## src/hdl/qroute_bus_pkg.sv

```systemverilog
`default_nettype none

package qroute_bus_pkg;

	// master to slave half of the AXI4-Lite port
	typedef struct packed {
		logic        awvalid;
		logic [7:0]  awaddr;
		logic        wvalid;
		logic [31:0] wdata;
		logic [3:0]  wstrb;
		logic        bready;
		logic        arvalid;
		logic [7:0]  araddr;
		logic        rready;
	} axil_req_t;

	// slave to master half
	typedef struct packed {
		logic        awready;
		logic        wready;
		logic        bvalid;
		logic [1:0]  bresp;
		logic        arready;
		logic        rvalid;
		logic [31:0] rdata;
		logic [1:0]  rresp;
	} axil_rsp_t;

	localparam logic [1:0] resp_okay   = 2'b00;
	localparam logic [1:0] resp_slverr = 2'b10;

	// register map in byte offsets
	localparam logic [7:0] reg_self        = 8'h00;
	localparam logic [7:0] reg_battery_min = 8'h04;
	localparam logic [7:0] reg_beacon_id   = 8'h08;
	localparam logic [7:0] reg_beacon_cost = 8'h0C;
	localparam logic [7:0] reg_command     = 8'h10;
	localparam logic [7:0] reg_status      = 8'h14;
	localparam logic [7:0] reg_route       = 8'h18;
	localparam logic [7:0] reg_counts      = 8'h1C;

endpackage

`default_nettype wire

```

## src/hdl/qroute_pkg.sv

```systemverilog
`default_nettype none

package qroute_pkg;

	localparam int id_width    = 16;
	localparam int value_width = 16;

	// one slot of the neighbor table
	typedef struct packed {
		logic                   valid;
		logic [id_width-1:0]    id;
		logic [id_width-1:0]    cluster;
		logic [value_width-1:0] battery;
		logic [value_width-1:0] cost;
	} neighbor_t;

	// beacon as written by software
	typedef struct packed {
		logic [id_width-1:0]    id;
		logic [id_width-1:0]    cluster;
		logic [value_width-1:0] battery;
		logic [value_width-1:0] cost;
	} beacon_t;

	// identity of this node
	typedef struct packed {
		logic [id_width-1:0]    id;
		logic [id_width-1:0]    cluster;
		logic [value_width-1:0] battery_min;
	} self_cfg_t;

	// answer to a query
	typedef struct packed {
		logic                   found;
		logic                   is_destination;
		logic                   in_cluster;
		logic [id_width-1:0]    next_hop;
		logic [value_width-1:0] cost;
	} route_t;

endpackage

`default_nettype wire

```

## src/hdl/beacon_writer.sv

```systemverilog
`timescale 1ns/1ps
`default_nettype none

module beacon_writer (
	input  logic                             clock,
	input  logic                             nrst,
	input  qroute_bus_pkg::axil_req_t        bus_req,
	input  logic                             busy,
	output logic                             awready,
	output logic                             wready,
	output logic                             bvalid,
	output logic [1:0]                       bresp,
	output qroute_pkg::self_cfg_t            self_cfg,
	output qroute_pkg::beacon_t              beacon,
	output logic [qroute_pkg::id_width-1:0]  destination,
	output logic                             learn_start,
	output logic                             query_start
);

	logic        wr_accept;
	logic        cmd_write;
	logic        cmd_learn;
	logic        cmd_query;
	logic        cmd_ok;
	logic        addr_ok;
	logic [31:0] old_word;
	logic [31:0] new_word;

	// both channels at once, and only with no response outstanding
	assign wr_accept = bus_req.awvalid && bus_req.wvalid && !bvalid;
	assign awready   = wr_accept;
	assign wready    = wr_accept;

	assign cmd_write = bus_req.awaddr == qroute_bus_pkg::reg_command;
	assign cmd_learn = bus_req.wdata[0] && !bus_req.wdata[1];
	assign cmd_query = bus_req.wdata[1] && !bus_req.wdata[0];
	assign cmd_ok    = !busy && (cmd_learn || cmd_query);

	// current register contents with the byte lanes merged in
	always_comb begin
		addr_ok  = 1'b1;
		old_word = '0;
		case (bus_req.awaddr)
			qroute_bus_pkg::reg_self:        old_word = {self_cfg.cluster, self_cfg.id};
			qroute_bus_pkg::reg_battery_min: old_word = {16'h0, self_cfg.battery_min};
			qroute_bus_pkg::reg_beacon_id:   old_word = {beacon.cluster, beacon.id};
			qroute_bus_pkg::reg_beacon_cost: old_word = {beacon.cost, beacon.battery};
			qroute_bus_pkg::reg_command:     old_word = '0;
			default:                         addr_ok = 1'b0;
		endcase
		for (int b = 0; b < 4; b++) begin
			new_word[b*8 +: 8] = bus_req.wstrb[b] ? bus_req.wdata[b*8 +: 8] : old_word[b*8 +: 8];
		end
	end

	always_ff @(posedge clock) begin
		if (!nrst) begin
			bvalid      <= 1'b0;
			bresp       <= qroute_bus_pkg::resp_okay;
			learn_start <= 1'b0;
			query_start <= 1'b0;
			self_cfg    <= '0;
		end else begin
			learn_start <= wr_accept && cmd_write && cmd_ok && cmd_learn;
			query_start <= wr_accept && cmd_write && cmd_ok && cmd_query;
			if (wr_accept) begin
				bvalid <= 1'b1;
				// rejected commands and unmapped offsets change nothing
				bresp <= (addr_ok && (!cmd_write || cmd_ok)) ?
					qroute_bus_pkg::resp_okay : qroute_bus_pkg::resp_slverr;
				if (bus_req.awaddr == qroute_bus_pkg::reg_self)
					{self_cfg.cluster, self_cfg.id} <= new_word;
				if (bus_req.awaddr == qroute_bus_pkg::reg_battery_min)
					self_cfg.battery_min <= new_word[15:0];
			end else if (bvalid && bus_req.bready) begin
				bvalid <= 1'b0;
			end
		end
	end

	// beacon and destination registers
	always_ff @(posedge clock) begin
		if (wr_accept) begin
			case (bus_req.awaddr)
				qroute_bus_pkg::reg_beacon_id:   {beacon.cluster, beacon.id} <= new_word;
				qroute_bus_pkg::reg_beacon_cost: {beacon.cost, beacon.battery} <= new_word;
				qroute_bus_pkg::reg_command: begin
					if (cmd_ok && cmd_query)
						destination <= bus_req.wdata[31:16];
				end
				default: ;
			endcase
		end
	end

endmodule

`default_nettype wire

```

## src/hdl/neighbor_table.sv

```systemverilog
`timescale 1ns/1ps
`default_nettype none

module neighbor_table #(
	parameter int neighbors = 16
) (
	input  logic                  clock,
	input  logic                  nrst,
	input  logic                  learn_start,
	input  qroute_pkg::beacon_t   beacon,
	output qroute_pkg::neighbor_t entries [neighbors],
	output logic [7:0]            neighbor_count,
	output logic [7:0]            dropped_count,
	output logic                  learn_busy,
	output logic                  learn_done
);

	localparam int idx_width = (neighbors > 1) ? $clog2(neighbors) : 1;
	localparam int vw        = qroute_pkg::value_width;

	logic                        commit;
	logic [idx_width-1:0]        scan_idx;
	qroute_pkg::beacon_t         held;
	logic                        match_hit;
	logic [idx_width-1:0]        match_idx;
	logic                        free_hit;
	logic [idx_width-1:0]        free_idx;
	logic signed [vw:0]          cost_diff;
	logic signed [vw:0]          cost_step;
	logic [vw-1:0]               learned_cost;

	assign learn_done = commit;

	// learning step moves a quarter of the way toward the beacon cost
	assign cost_diff    = $signed({1'b0, held.cost}) - $signed({1'b0, entries[match_idx].cost});
	assign cost_step    = cost_diff >>> 2;
	assign learned_cost = entries[match_idx].cost + cost_step[vw-1:0];

	always_ff @(posedge clock) begin
		if (!nrst) begin
			learn_busy     <= 1'b0;
			commit         <= 1'b0;
			scan_idx       <= '0;
			match_hit      <= 1'b0;
			free_hit       <= 1'b0;
			neighbor_count <= '0;
			dropped_count  <= '0;
			for (int i = 0; i < neighbors; i++) begin
				entries[i].valid <= 1'b0;
			end
		end else if (learn_start && !learn_busy) begin
			learn_busy <= 1'b1;
			held       <= beacon;
			scan_idx   <= '0;
			match_hit  <= 1'b0;
			free_hit   <= 1'b0;
		end else if (learn_busy && !commit) begin
			// one slot per cycle
			if (entries[scan_idx].valid && entries[scan_idx].id == held.id) begin
				match_hit <= 1'b1;
				match_idx <= scan_idx;
			end
			if (!entries[scan_idx].valid && !free_hit) begin
				free_hit <= 1'b1;
				free_idx <= scan_idx;
			end
			if (scan_idx == idx_width'(neighbors - 1))
				commit <= 1'b1;
			else
				scan_idx <= scan_idx + 1'b1;
		end else if (commit) begin
			commit     <= 1'b0;
			learn_busy <= 1'b0;
			if (match_hit) begin
				entries[match_idx].cluster <= held.cluster;
				entries[match_idx].battery <= held.battery;
				entries[match_idx].cost    <= learned_cost;
			end else if (free_hit) begin
				entries[free_idx] <= '{valid: 1'b1, id: held.id, cluster: held.cluster,
					battery: held.battery, cost: held.cost};
				neighbor_count <= neighbor_count + 8'd1;
			end else if (dropped_count != 8'hff) begin
				// table full so the beacon is lost
				dropped_count <= dropped_count + 8'd1;
			end
		end
	end

endmodule

`default_nettype wire

```

## src/hdl/route_select.sv

```systemverilog
`timescale 1ns/1ps
`default_nettype none

module route_select #(
	parameter int neighbors = 16
) (
	input  logic                            clock,
	input  logic                            nrst,
	input  logic                            query_start,
	input  logic [qroute_pkg::id_width-1:0] destination,
	input  qroute_pkg::self_cfg_t           self_cfg,
	input  qroute_pkg::neighbor_t           entries [neighbors],
	output qroute_pkg::route_t              route,
	output logic                            query_busy,
	output logic                            query_done
);

	localparam int idx_width = (neighbors > 1) ? $clog2(neighbors) : 1;

	logic                                finish;
	logic [idx_width-1:0]                scan_idx;
	logic                                to_self;
	logic [qroute_pkg::id_width-1:0]     held_dest;
	logic                                direct_hit;
	logic [idx_width-1:0]                direct_idx;
	logic                                in_hit;
	logic [idx_width-1:0]                in_idx;
	logic                                out_hit;
	logic [idx_width-1:0]                out_idx;
	qroute_pkg::neighbor_t               cur;
	logic                                eligible;
	logic                                same_cluster;

	assign query_done   = finish;
	assign cur          = entries[scan_idx];
	assign eligible     = cur.valid && cur.battery >= self_cfg.battery_min;
	assign same_cluster = cur.cluster == self_cfg.cluster;

	always_ff @(posedge clock) begin
		if (!nrst) begin
			query_busy <= 1'b0;
			finish     <= 1'b0;
			scan_idx   <= '0;
			route      <= '0;
		end else if (query_start && !query_busy) begin
			query_busy <= 1'b1;
			scan_idx   <= '0;
			held_dest  <= destination;
			to_self    <= destination == self_cfg.id;
			direct_hit <= 1'b0;
			in_hit     <= 1'b0;
			out_hit    <= 1'b0;
		end else if (query_busy && !finish) begin
			if (cur.valid && cur.id == held_dest) begin
				direct_hit <= 1'b1;
				direct_idx <= scan_idx;
			end
			// strictly greater so ties stay on the lower slot
			if (eligible && same_cluster && (!in_hit || cur.cost > entries[in_idx].cost)) begin
				in_hit <= 1'b1;
				in_idx <= scan_idx;
			end
			if (eligible && !same_cluster && (!out_hit || cur.cost > entries[out_idx].cost)) begin
				out_hit <= 1'b1;
				out_idx <= scan_idx;
			end
			if (scan_idx == idx_width'(neighbors - 1))
				finish <= 1'b1;
			else
				scan_idx <= scan_idx + 1'b1;
		end else if (finish) begin
			finish     <= 1'b0;
			query_busy <= 1'b0;
			if (to_self)
				route <= '{found: 1'b1, is_destination: 1'b1, in_cluster: 1'b1,
					next_hop: self_cfg.id, cost: '0};
			else if (direct_hit)
				route <= '{found: 1'b1, is_destination: 1'b0,
					in_cluster: entries[direct_idx].cluster == self_cfg.cluster,
					next_hop: entries[direct_idx].id, cost: entries[direct_idx].cost};
			else if (in_hit)
				route <= '{found: 1'b1, is_destination: 1'b0, in_cluster: 1'b1,
					next_hop: entries[in_idx].id, cost: entries[in_idx].cost};
			else if (out_hit)
				route <= '{found: 1'b1, is_destination: 1'b0, in_cluster: 1'b0,
					next_hop: entries[out_idx].id, cost: entries[out_idx].cost};
			else
				route <= '0;
		end
	end

endmodule

`default_nettype wire

```

## src/hdl/result_reader.sv

```systemverilog
`timescale 1ns/1ps
`default_nettype none

module result_reader #(
	parameter int neighbors = 16
) (
	input  logic                      clock,
	input  logic                      nrst,
	input  qroute_bus_pkg::axil_req_t bus_req,
	input  logic                      busy,
	input  qroute_pkg::route_t        route,
	input  logic [7:0]                neighbor_count,
	input  logic [7:0]                dropped_count,
	output logic                      arready,
	output logic                      rvalid,
	output logic [31:0]               rdata,
	output logic [1:0]                rresp
);

	logic [31:0] read_word;
	logic [1:0]  read_resp;

	assign arready = bus_req.arvalid && !rvalid;

	always_comb begin
		read_word = '0;
		read_resp = qroute_bus_pkg::resp_okay;
		case (bus_req.araddr)
			qroute_bus_pkg::reg_status:
				read_word = {28'h0, route.in_cluster, route.is_destination, route.found, busy};
			qroute_bus_pkg::reg_route:
				read_word = {route.cost, route.next_hop};
			// table depth rides in the third byte
			qroute_bus_pkg::reg_counts:
				read_word = {8'h0, 8'(neighbors), dropped_count, neighbor_count};
			default:
				read_resp = qroute_bus_pkg::resp_slverr;
		endcase
	end

	always_ff @(posedge clock) begin
		if (!nrst)
			rvalid <= 1'b0;
		else if (arready)
			rvalid <= 1'b1;
		else if (rvalid && bus_req.rready)
			rvalid <= 1'b0;
	end

	// data captured at acceptance and held while rvalid waits
	always_ff @(posedge clock) begin
		if (arready) begin
			rdata <= read_word;
			rresp <= read_resp;
		end
	end

endmodule

`default_nettype wire

```

## src/hdl/qroute_top.sv

```systemverilog
`timescale 1ns/1ps
`default_nettype none

module qroute_top #(
	parameter int neighbors = 16
) (
	input  logic                      clock,
	input  logic                      nrst,
	input  qroute_bus_pkg::axil_req_t bus_req,
	output qroute_bus_pkg::axil_rsp_t bus_rsp
);

	qroute_pkg::self_cfg_t           self_cfg;
	qroute_pkg::beacon_t             beacon;
	logic [qroute_pkg::id_width-1:0] destination;
	logic                            learn_start;
	logic                            query_start;
	qroute_pkg::neighbor_t           entries [neighbors];
	logic [7:0]                      neighbor_count;
	logic [7:0]                      dropped_count;
	logic                            learn_busy;
	logic                            query_busy;
	qroute_pkg::route_t              route;
	logic                            busy;

	// start pulses count as busy so a status poll never sees a gap
	assign busy = learn_busy || query_busy || learn_start || query_start;

	// write half of the response
	beacon_writer u_beacon_writer (
		.clock(clock), .nrst(nrst), .bus_req(bus_req), .busy(busy),
		.awready(bus_rsp.awready), .wready(bus_rsp.wready),
		.bvalid(bus_rsp.bvalid), .bresp(bus_rsp.bresp),
		.self_cfg(self_cfg), .beacon(beacon), .destination(destination),
		.learn_start(learn_start), .query_start(query_start)
	);

	neighbor_table #(.neighbors(neighbors)) u_neighbor_table (
		.clock(clock), .nrst(nrst), .learn_start(learn_start), .beacon(beacon),
		.entries(entries), .neighbor_count(neighbor_count),
		.dropped_count(dropped_count), .learn_busy(learn_busy), .learn_done()
	);

	route_select #(.neighbors(neighbors)) u_route_select (
		.clock(clock), .nrst(nrst), .query_start(query_start),
		.destination(destination), .self_cfg(self_cfg), .entries(entries),
		.route(route), .query_busy(query_busy), .query_done()
	);

	// read half of the response
	result_reader #(.neighbors(neighbors)) u_result_reader (
		.clock(clock), .nrst(nrst), .bus_req(bus_req), .busy(busy), .route(route),
		.neighbor_count(neighbor_count), .dropped_count(dropped_count),
		.arready(bus_rsp.arready), .rvalid(bus_rsp.rvalid),
		.rdata(bus_rsp.rdata), .rresp(bus_rsp.rresp)
	);

endmodule

`default_nettype wire

```

## config.mk

```make
export PLATFORM = sky130hd
export DESIGN_NAME = qroute_top
export DESIGN_NICKNAME = d
export VERILOG_FILES = /design/src/hdl/qroute_bus_pkg.sv /design/src/hdl/qroute_pkg.sv /design/src/hdl/beacon_writer.sv /design/src/hdl/neighbor_table.sv /design/src/hdl/route_select.sv /design/src/hdl/result_reader.sv /design/src/hdl/qroute_top.sv
export SDC_FILE = /design/constraint.sdc
export NUM_CORES = 2
export LEC_CHECK = 0
export BUFFER_PORTS_ARGS = -buffer_cell sky130_fd_sc_hd__buf_2
export CAP_MARGIN = 20
export CELL_PAD_IN_SITES_DETAIL_PLACEMENT = 1
export CELL_PAD_IN_SITES_GLOBAL_PLACEMENT = 1
export CORE_ASPECT_RATIO = 0.5
export CORE_UTILIZATION = 60
export CTS_BUF_LIST = sky130_fd_sc_hd__clkbuf_2
export CTS_CLUSTER_SIZE = 24
export DETAILED_ROUTE_END_ITERATION = 10
export GPL_TIMING_DRIVEN = 0
export PLACE_DENSITY_LB_ADDON = 0.1
export SLEW_MARGIN = 0
export SYNTH_ARGS = -nofsm -noshare
export SYNTH_HDL_FRONTEND = slang
export SYNTH_HIERARCHICAL = 1
export SYNTH_SLANG_ARGS = --single-unit
```

## constraint.sdc

```tcl
create_clock -name clock -period 12.3 [get_ports clock]
set_clock_uncertainty 0.1 [all_clocks]
set_input_delay 0.615 -clock clock [delete_from_list [all_inputs] [get_ports clock]]
set_output_delay 0.615 -clock clock [all_outputs]
set_load 0.02 [all_outputs]
```

==> flow_metrics.py, run 1 <==
metrics = {
    "status": {
        "error_line": "[ERROR GRT-0232] Routing congestion too high. Check the congestion heatmap in the GUI.",
        "stop_stage": "5_1_grt",
        "status": "stopped before the end",
    },
    "cts": {
        "cts-htree-levels": 5,
        "clock_tree.root_cell": "clkbuf_2",
        "cts_setup_buffers": 0,
        "clock_sinks": 1375,
        "clk_path_buf_depth": 4,
        "post_cts_resized": 0,
        "cts_buffers": 315,
    },
    "place": {
        "hpwl_mm": 336,
        "io_buffers": 93,
        "placed_area_um2": 89000,
        "routabilityCongestion": 1.16,
    },
    "synthesis": {
        "synth_nets": 5982,
        "postSynthAreaPerCell_um2": 14.3,
        "ys.warnings.count": 6,
        "synth_ff_type": "edfxtp_1",
        "synthCells": 5837,
        "synthArstFlopShare": 0,
        "synth_cell_types": 95,
        "synth_area_um2": 83300,
        "ys_ff_latch": 1375,
        "synth_edf_count": 1241,
        "yosysSeqAreaShare": 0.480,
    },
    "floorplanning": {
        "die_x_um": 529,
        "io_pins": 100,
        "die_y_um": 265,
        "initial_core_util": 0.606,
        "rows": 96,
    },
    "grt": {
        "track_usage": 0.851,
        "grt_start_max_net_pins": 35,
        "grt_overflow": 401,
    },
}
[cells by family after synthesis]
logic type | share of synthesized area
simple gates | 0.101
flops | 0.480
mux | 0.280
compound gates | 0.0785
buf+inv | 0.0358
xor+xnor | 0.0123
fa+ha+maj | 0.0130
other cells | 0.0000902
[layer usage]
layer	global-route usage	overflow
met5	0.621	3
met4	0.775	154
met3	0.792	37
met2	0.941	171
met1	0.863	36
[stage by stage]
| stage | hold slack (ns) | util | instances | worst slack [ns] |
|---|---|---|---|---|
| CTS | 0.0247 | 0.678 | 8623 | 3.29 |
| global placement | 0.336 | 0.626 | 7792 | 0.453 |
| detailed placement | 0.341 | 0.648 | 7952 | 3.53 |
| floorplan | 0.324 | - | 5837 | 5.97 |
[synth_stat cells (31+ instances only)]
library cell / number / area share
edfxtp_1: 1241 / 0.45
mux4_2: 898 / 0.24
and2_1: 569 / 0.043
clkbuf_1: 391 / 0.018
nand2_1: 240 / 0.011
mux2i_1: 230 / 0.028
a22o_1: 228 / 0.024
and3_1: 211 / 0.016
nor2_1: 166 / 0.0075
o21ai_0: 153 / 0.0092
dfxtp_1: 134 / 0.032
inv_1: 103 / 0.0046
buf_2: 102 / 0.0061
nor2b_1: 101 / 0.0076
ha_1: 85 / 0.013
xnor2_1: 76 / 0.0080
buf_1: 71 / 0.0032
a21oi_1: 70 / 0.0042
a31oi_1: 60 / 0.0045
o221ai_1: 44 / 0.0046
nand4_1: 37 / 0.0028
nor3_1: 37 / 0.0022
xor2_1: 36 / 0.0038
a21o_1: 33 / 0.0030
a221oi_1: 31 / 0.0033
a22oi_1: 31 / 0.0028
nand2b_1: 31 / 0.0023
o21ai_1: 31 / 0.0019
o22ai_1: 31 / 0.0023
[what timing repair did]
item                                    CTS
hold buffers                            128
endpoints found under the hold margin   256
endpoints found under the setup margin    0
==> run 2: changes to the inputs <==
--- a/config.mk
+++ b/config.mk
@@ -7,15 +7,10 @@
 export LEC_CHECK = 0
 export BUFFER_PORTS_ARGS = -buffer_cell sky130_fd_sc_hd__buf_2
 export CAP_MARGIN = 20
-export CELL_PAD_IN_SITES_DETAIL_PLACEMENT = 1
-export CELL_PAD_IN_SITES_GLOBAL_PLACEMENT = 1
-export CORE_ASPECT_RATIO = 0.5
-export CORE_UTILIZATION = 60
-export CTS_BUF_LIST = sky130_fd_sc_hd__clkbuf_2
-export CTS_CLUSTER_SIZE = 24
+export CORE_UTILIZATION = 40
 export DETAILED_ROUTE_END_ITERATION = 10
 export GPL_TIMING_DRIVEN = 0
-export PLACE_DENSITY_LB_ADDON = 0.1
+export PLACE_DENSITY_LB_ADDON = 0.15
 export SLEW_MARGIN = 0
 export SYNTH_ARGS = -nofsm -noshare
 export SYNTH_HDL_FRONTEND = slang
==> run 2 against run 1 <==
Compared with the run above:
- synthesized area is the same
- the flow now finishes without violations
- synthesized cell count is the same
==> flow_metrics.py, run 2 <==
metrics = {
    "power_and_ir_drop": {
        "max-vdd-ir-drop_mv": 0.153,
        "power.share.switching": 0.224,
        "p_seq_frac": 0.493,
        "p_int_mw": 7.91,
        "clock_power_share": 0.497,
        "leakage_nw": 31.7,
        "combPwrFrac": 0.010,
        "finalPower_mw": 10.2,
        "power_density_nw_per_um2": 104,
        "switchingPower_mw": 2.28,
    },
    "flow_run": {
        "max_cap_viol_count": 0,
    },
    "layout": {
        "layout_common_cells": "edfxtp_1, mux4_2, and2_1",
        "final_common_cell": "edfxtp_1",
        "fin_nets": 6543,
        "multiInputGateArea_um2": 40600,
        "max_flop_register": "u_neighbor_table/entries",
        "register_area_um2": 39900,
        "fin_util": 0.472,
        "area_growth_pct": 17.5,
        "finalNonFillerCells": 9378,
        "drive_gt1_frac": 0.271,
        "largest_reg_flops": 1040,
        "n_fill_cell": 18024,
    },
    "status": {
        "status": "complete, no violations",
    },
    "cts": {
        "post_cts_resized": 0,
        "clock_tree.root_cell": "clkbuf_16",
        "cts_tree": "yes",
        "cts_buffers": 165,
        "cts_setup_buffers": 0,
        "cts-htree-levels": 4,
        "path_clk_slew_ns": 0.06,
        "cts.hold.buffers_added": 35,
        "clock_sinks": 1375,
        "clkLatencyLatePin_ns": 0.87,
        "clk_path_buf_depth": 3,
    },
    "synthesis": {
        "synth_area_leaders": "edfxtp_1, mux4_2, and2_1, dfxtp_1, mux2i_1",
        "synth_nets": 5982,
        "ys_ff_latch": 1375,
        "synth.most_common_cell": "edfxtp_1",
        "postSynthAreaPerCell_um2": 14.3,
        "synthCells": 5837,
        "yosysTopAreaCellShare": 0.448,
        "synth_area_leader_cell": "edfxtp_1",
        "synthArstFlopShare": 0,
        "yosysSeqAreaShare": 0.480,
        "synth_top_cells_by_count": "edfxtp_1, mux4_2, and2_1",
        "synth_edf_count": 1241,
        "synth_area_um2": 83300,
        "ys.warnings.count": 6,
        "synth_ff_type": "edfxtp_1",
        "synth_cell_types": 95,
    },
    "worst_setup_path": {
        "cp_top_family": "buffers and inverters",
        "cp_num_buf_inv": 8,
        "path_class": "reg2reg",
        "cp_max_fo": 12,
        "crit_path_end_kind": "register",
        "crit_top_cell": "buf_2",
        "max_stage_delay_ns": 0.97,
        "start_kind": "register",
        "cp_slowest_cell": "buf_2",
        "worstPathArrival_ns": 9.46,
        "worstPathCellList": "buf_2, buf_4, buf_2, buf_2, buf_2, clkbuf_1, buf_1, mux4_2, mux4_2, ha_1, o21ai_0, a211oi_1, a211oi_2, buf_8, nor2_1, o221ai_1, nor3_1",
        "cp.required_ns": 12.68,
    },
    "route": {
        "wl_per_cell_um": 48.7,
        "drc": 0,
        "drt_iter0_markers": 13279,
        "ant_nets": 0,
        "drt_first_pass_iters": 7,
        "vias": 68677,
        "wl_mm": 457,
        "vias_per_cell": 7.32,
    },
    "sta": {
        "whs_ns": 0.0622,
        "maxSlewViolCount": 0,
        "worstMarginPinSlew_ns": 1.41,
        "period_share": 0.738,
        "setup_viol": 0,
        "relSlewSlack": 0.0620,
        "rsz0062_at_grt": "no",
        "hold_violations": 0,
        "min_period_ns": 9.08,
        "fin_tns_setup_ns": 0,
        "fmax_mhz": 110,
    },
    "grt": {
        "grt_pass1_vias": 63528,
        "grt_overflow": 0,
        "grt_pass1_wl_mm": 594,
        "grt_start_max_net_pins": 27,
        "antenna_found_initial": 66,
        "track_usage": 0.429,
    },
    "place": {
        "routabilityCongestion": 1.06,
        "dp_cells": 8969,
        "hpwl_mm": 339,
        "io_buffers": 93,
    },
    "floorplanning": {
        "rows": 167,
        "dieArea_um2": 210000,
        "die_y_um": 458,
        "io_pins": 100,
        "die_x_um": 458,
        "core_area_um2": 207000,
        "initial_core_util": 0.402,
    },
    "worst_hold_path": {
        "hp-class": "in2reg",
    },
}
-- run 2: stage by stage --
step | setup slack, ns | area, um^2
final | 3.22 | 97800
after global routing | 3.39 | 97700
after CTS | 3.59 | 97500
after detailed placement | 3.61 | 91700
after global placement | 0.00332 | 87200
after floorplan | 5.97 | 83300
-- run 2: kinds of logic (layout without fill, tap and decap cells) --
kind of cell,Yosys count,after routing,synth area share
buffers and inverters,700,1400,0.0358
flip-flops,1375,1375,0.480
adder cells (fa/ha/maj),86,86,0.0130
XOR/XNOR,114,114,0.0123
multiplexers,1173,1173,0.280
AND/OR/NAND/NOR,1499,1499,0.101
AO/OA/AOI/OAI,888,888,0.0785
other,2,55,0.0000902
-- run 2: power groups by stage --
stage	clock [mW]	sequential (mW)	combinational, mW
final	5.06	5.03	0.101
after global routing	5.24	5.03	0.107
after CTS	5.08	5.03	0.0998
after detailed placement	0	5.13	0.0913
after global placement	0	5.13	0.0889
after floorplan	0	5.14	0.0412
-- run 2: final cells by class --
cell class	count	share of cell area
sequential	1375	0.408
timing repair buffer	394	0.0521
clock buffer	209	0.0447
clock inverter	97	0.0116
antenna	53	0.00136
tap	2788	0.0357
multi-input combinational	3762	0.415
inverter	105	0.00403
buffer	595	0.0269
-- run 2: layer usage --
layer,up-vias,part of all wire,GRT usage
met5,-,0.0012,0.0103
li1,24737,-,-
met3,1742,0.16,0.204
met4,44,0.084,0.282
met2,6832,0.40,0.591
met1,35322,0.35,0.532
-- run 2: path summary, 6_finish.rpt --
path	start	endpoint	slack [ns]	depth (start not counted)
setup / recovery	u_route_select/scan_idx[1]$_SDFFE_PN0P_	u_route_select/in_idx[3]$_DFFE_PP_	3.22	17
hold / removal	bus_req[17]	u_beacon_writer/self_cfg[2]$_SDFFE_PN0P_	0.06	3
setup reg to reg	u_route_select/scan_idx[1]$_SDFFE_PN0P_	u_route_select/in_idx[3]$_DFFE_PP_	3.22	17
hold reg to reg	u_beacon_writer/beacon[61]$_DFFE_PP_	u_neighbor_table/held[61]$_DFFE_PP_	0.35	0
-- run 2: tightest hold or removal path: cells and delay by family --
kind	cells	cell delay [ns]
AOI/OAI and AO/OA	1	0.11
and+or+nand+nor	1	0.15
buffers and inverters	1	0.10
No activity file was read; power rests on OpenSTA's default activity.
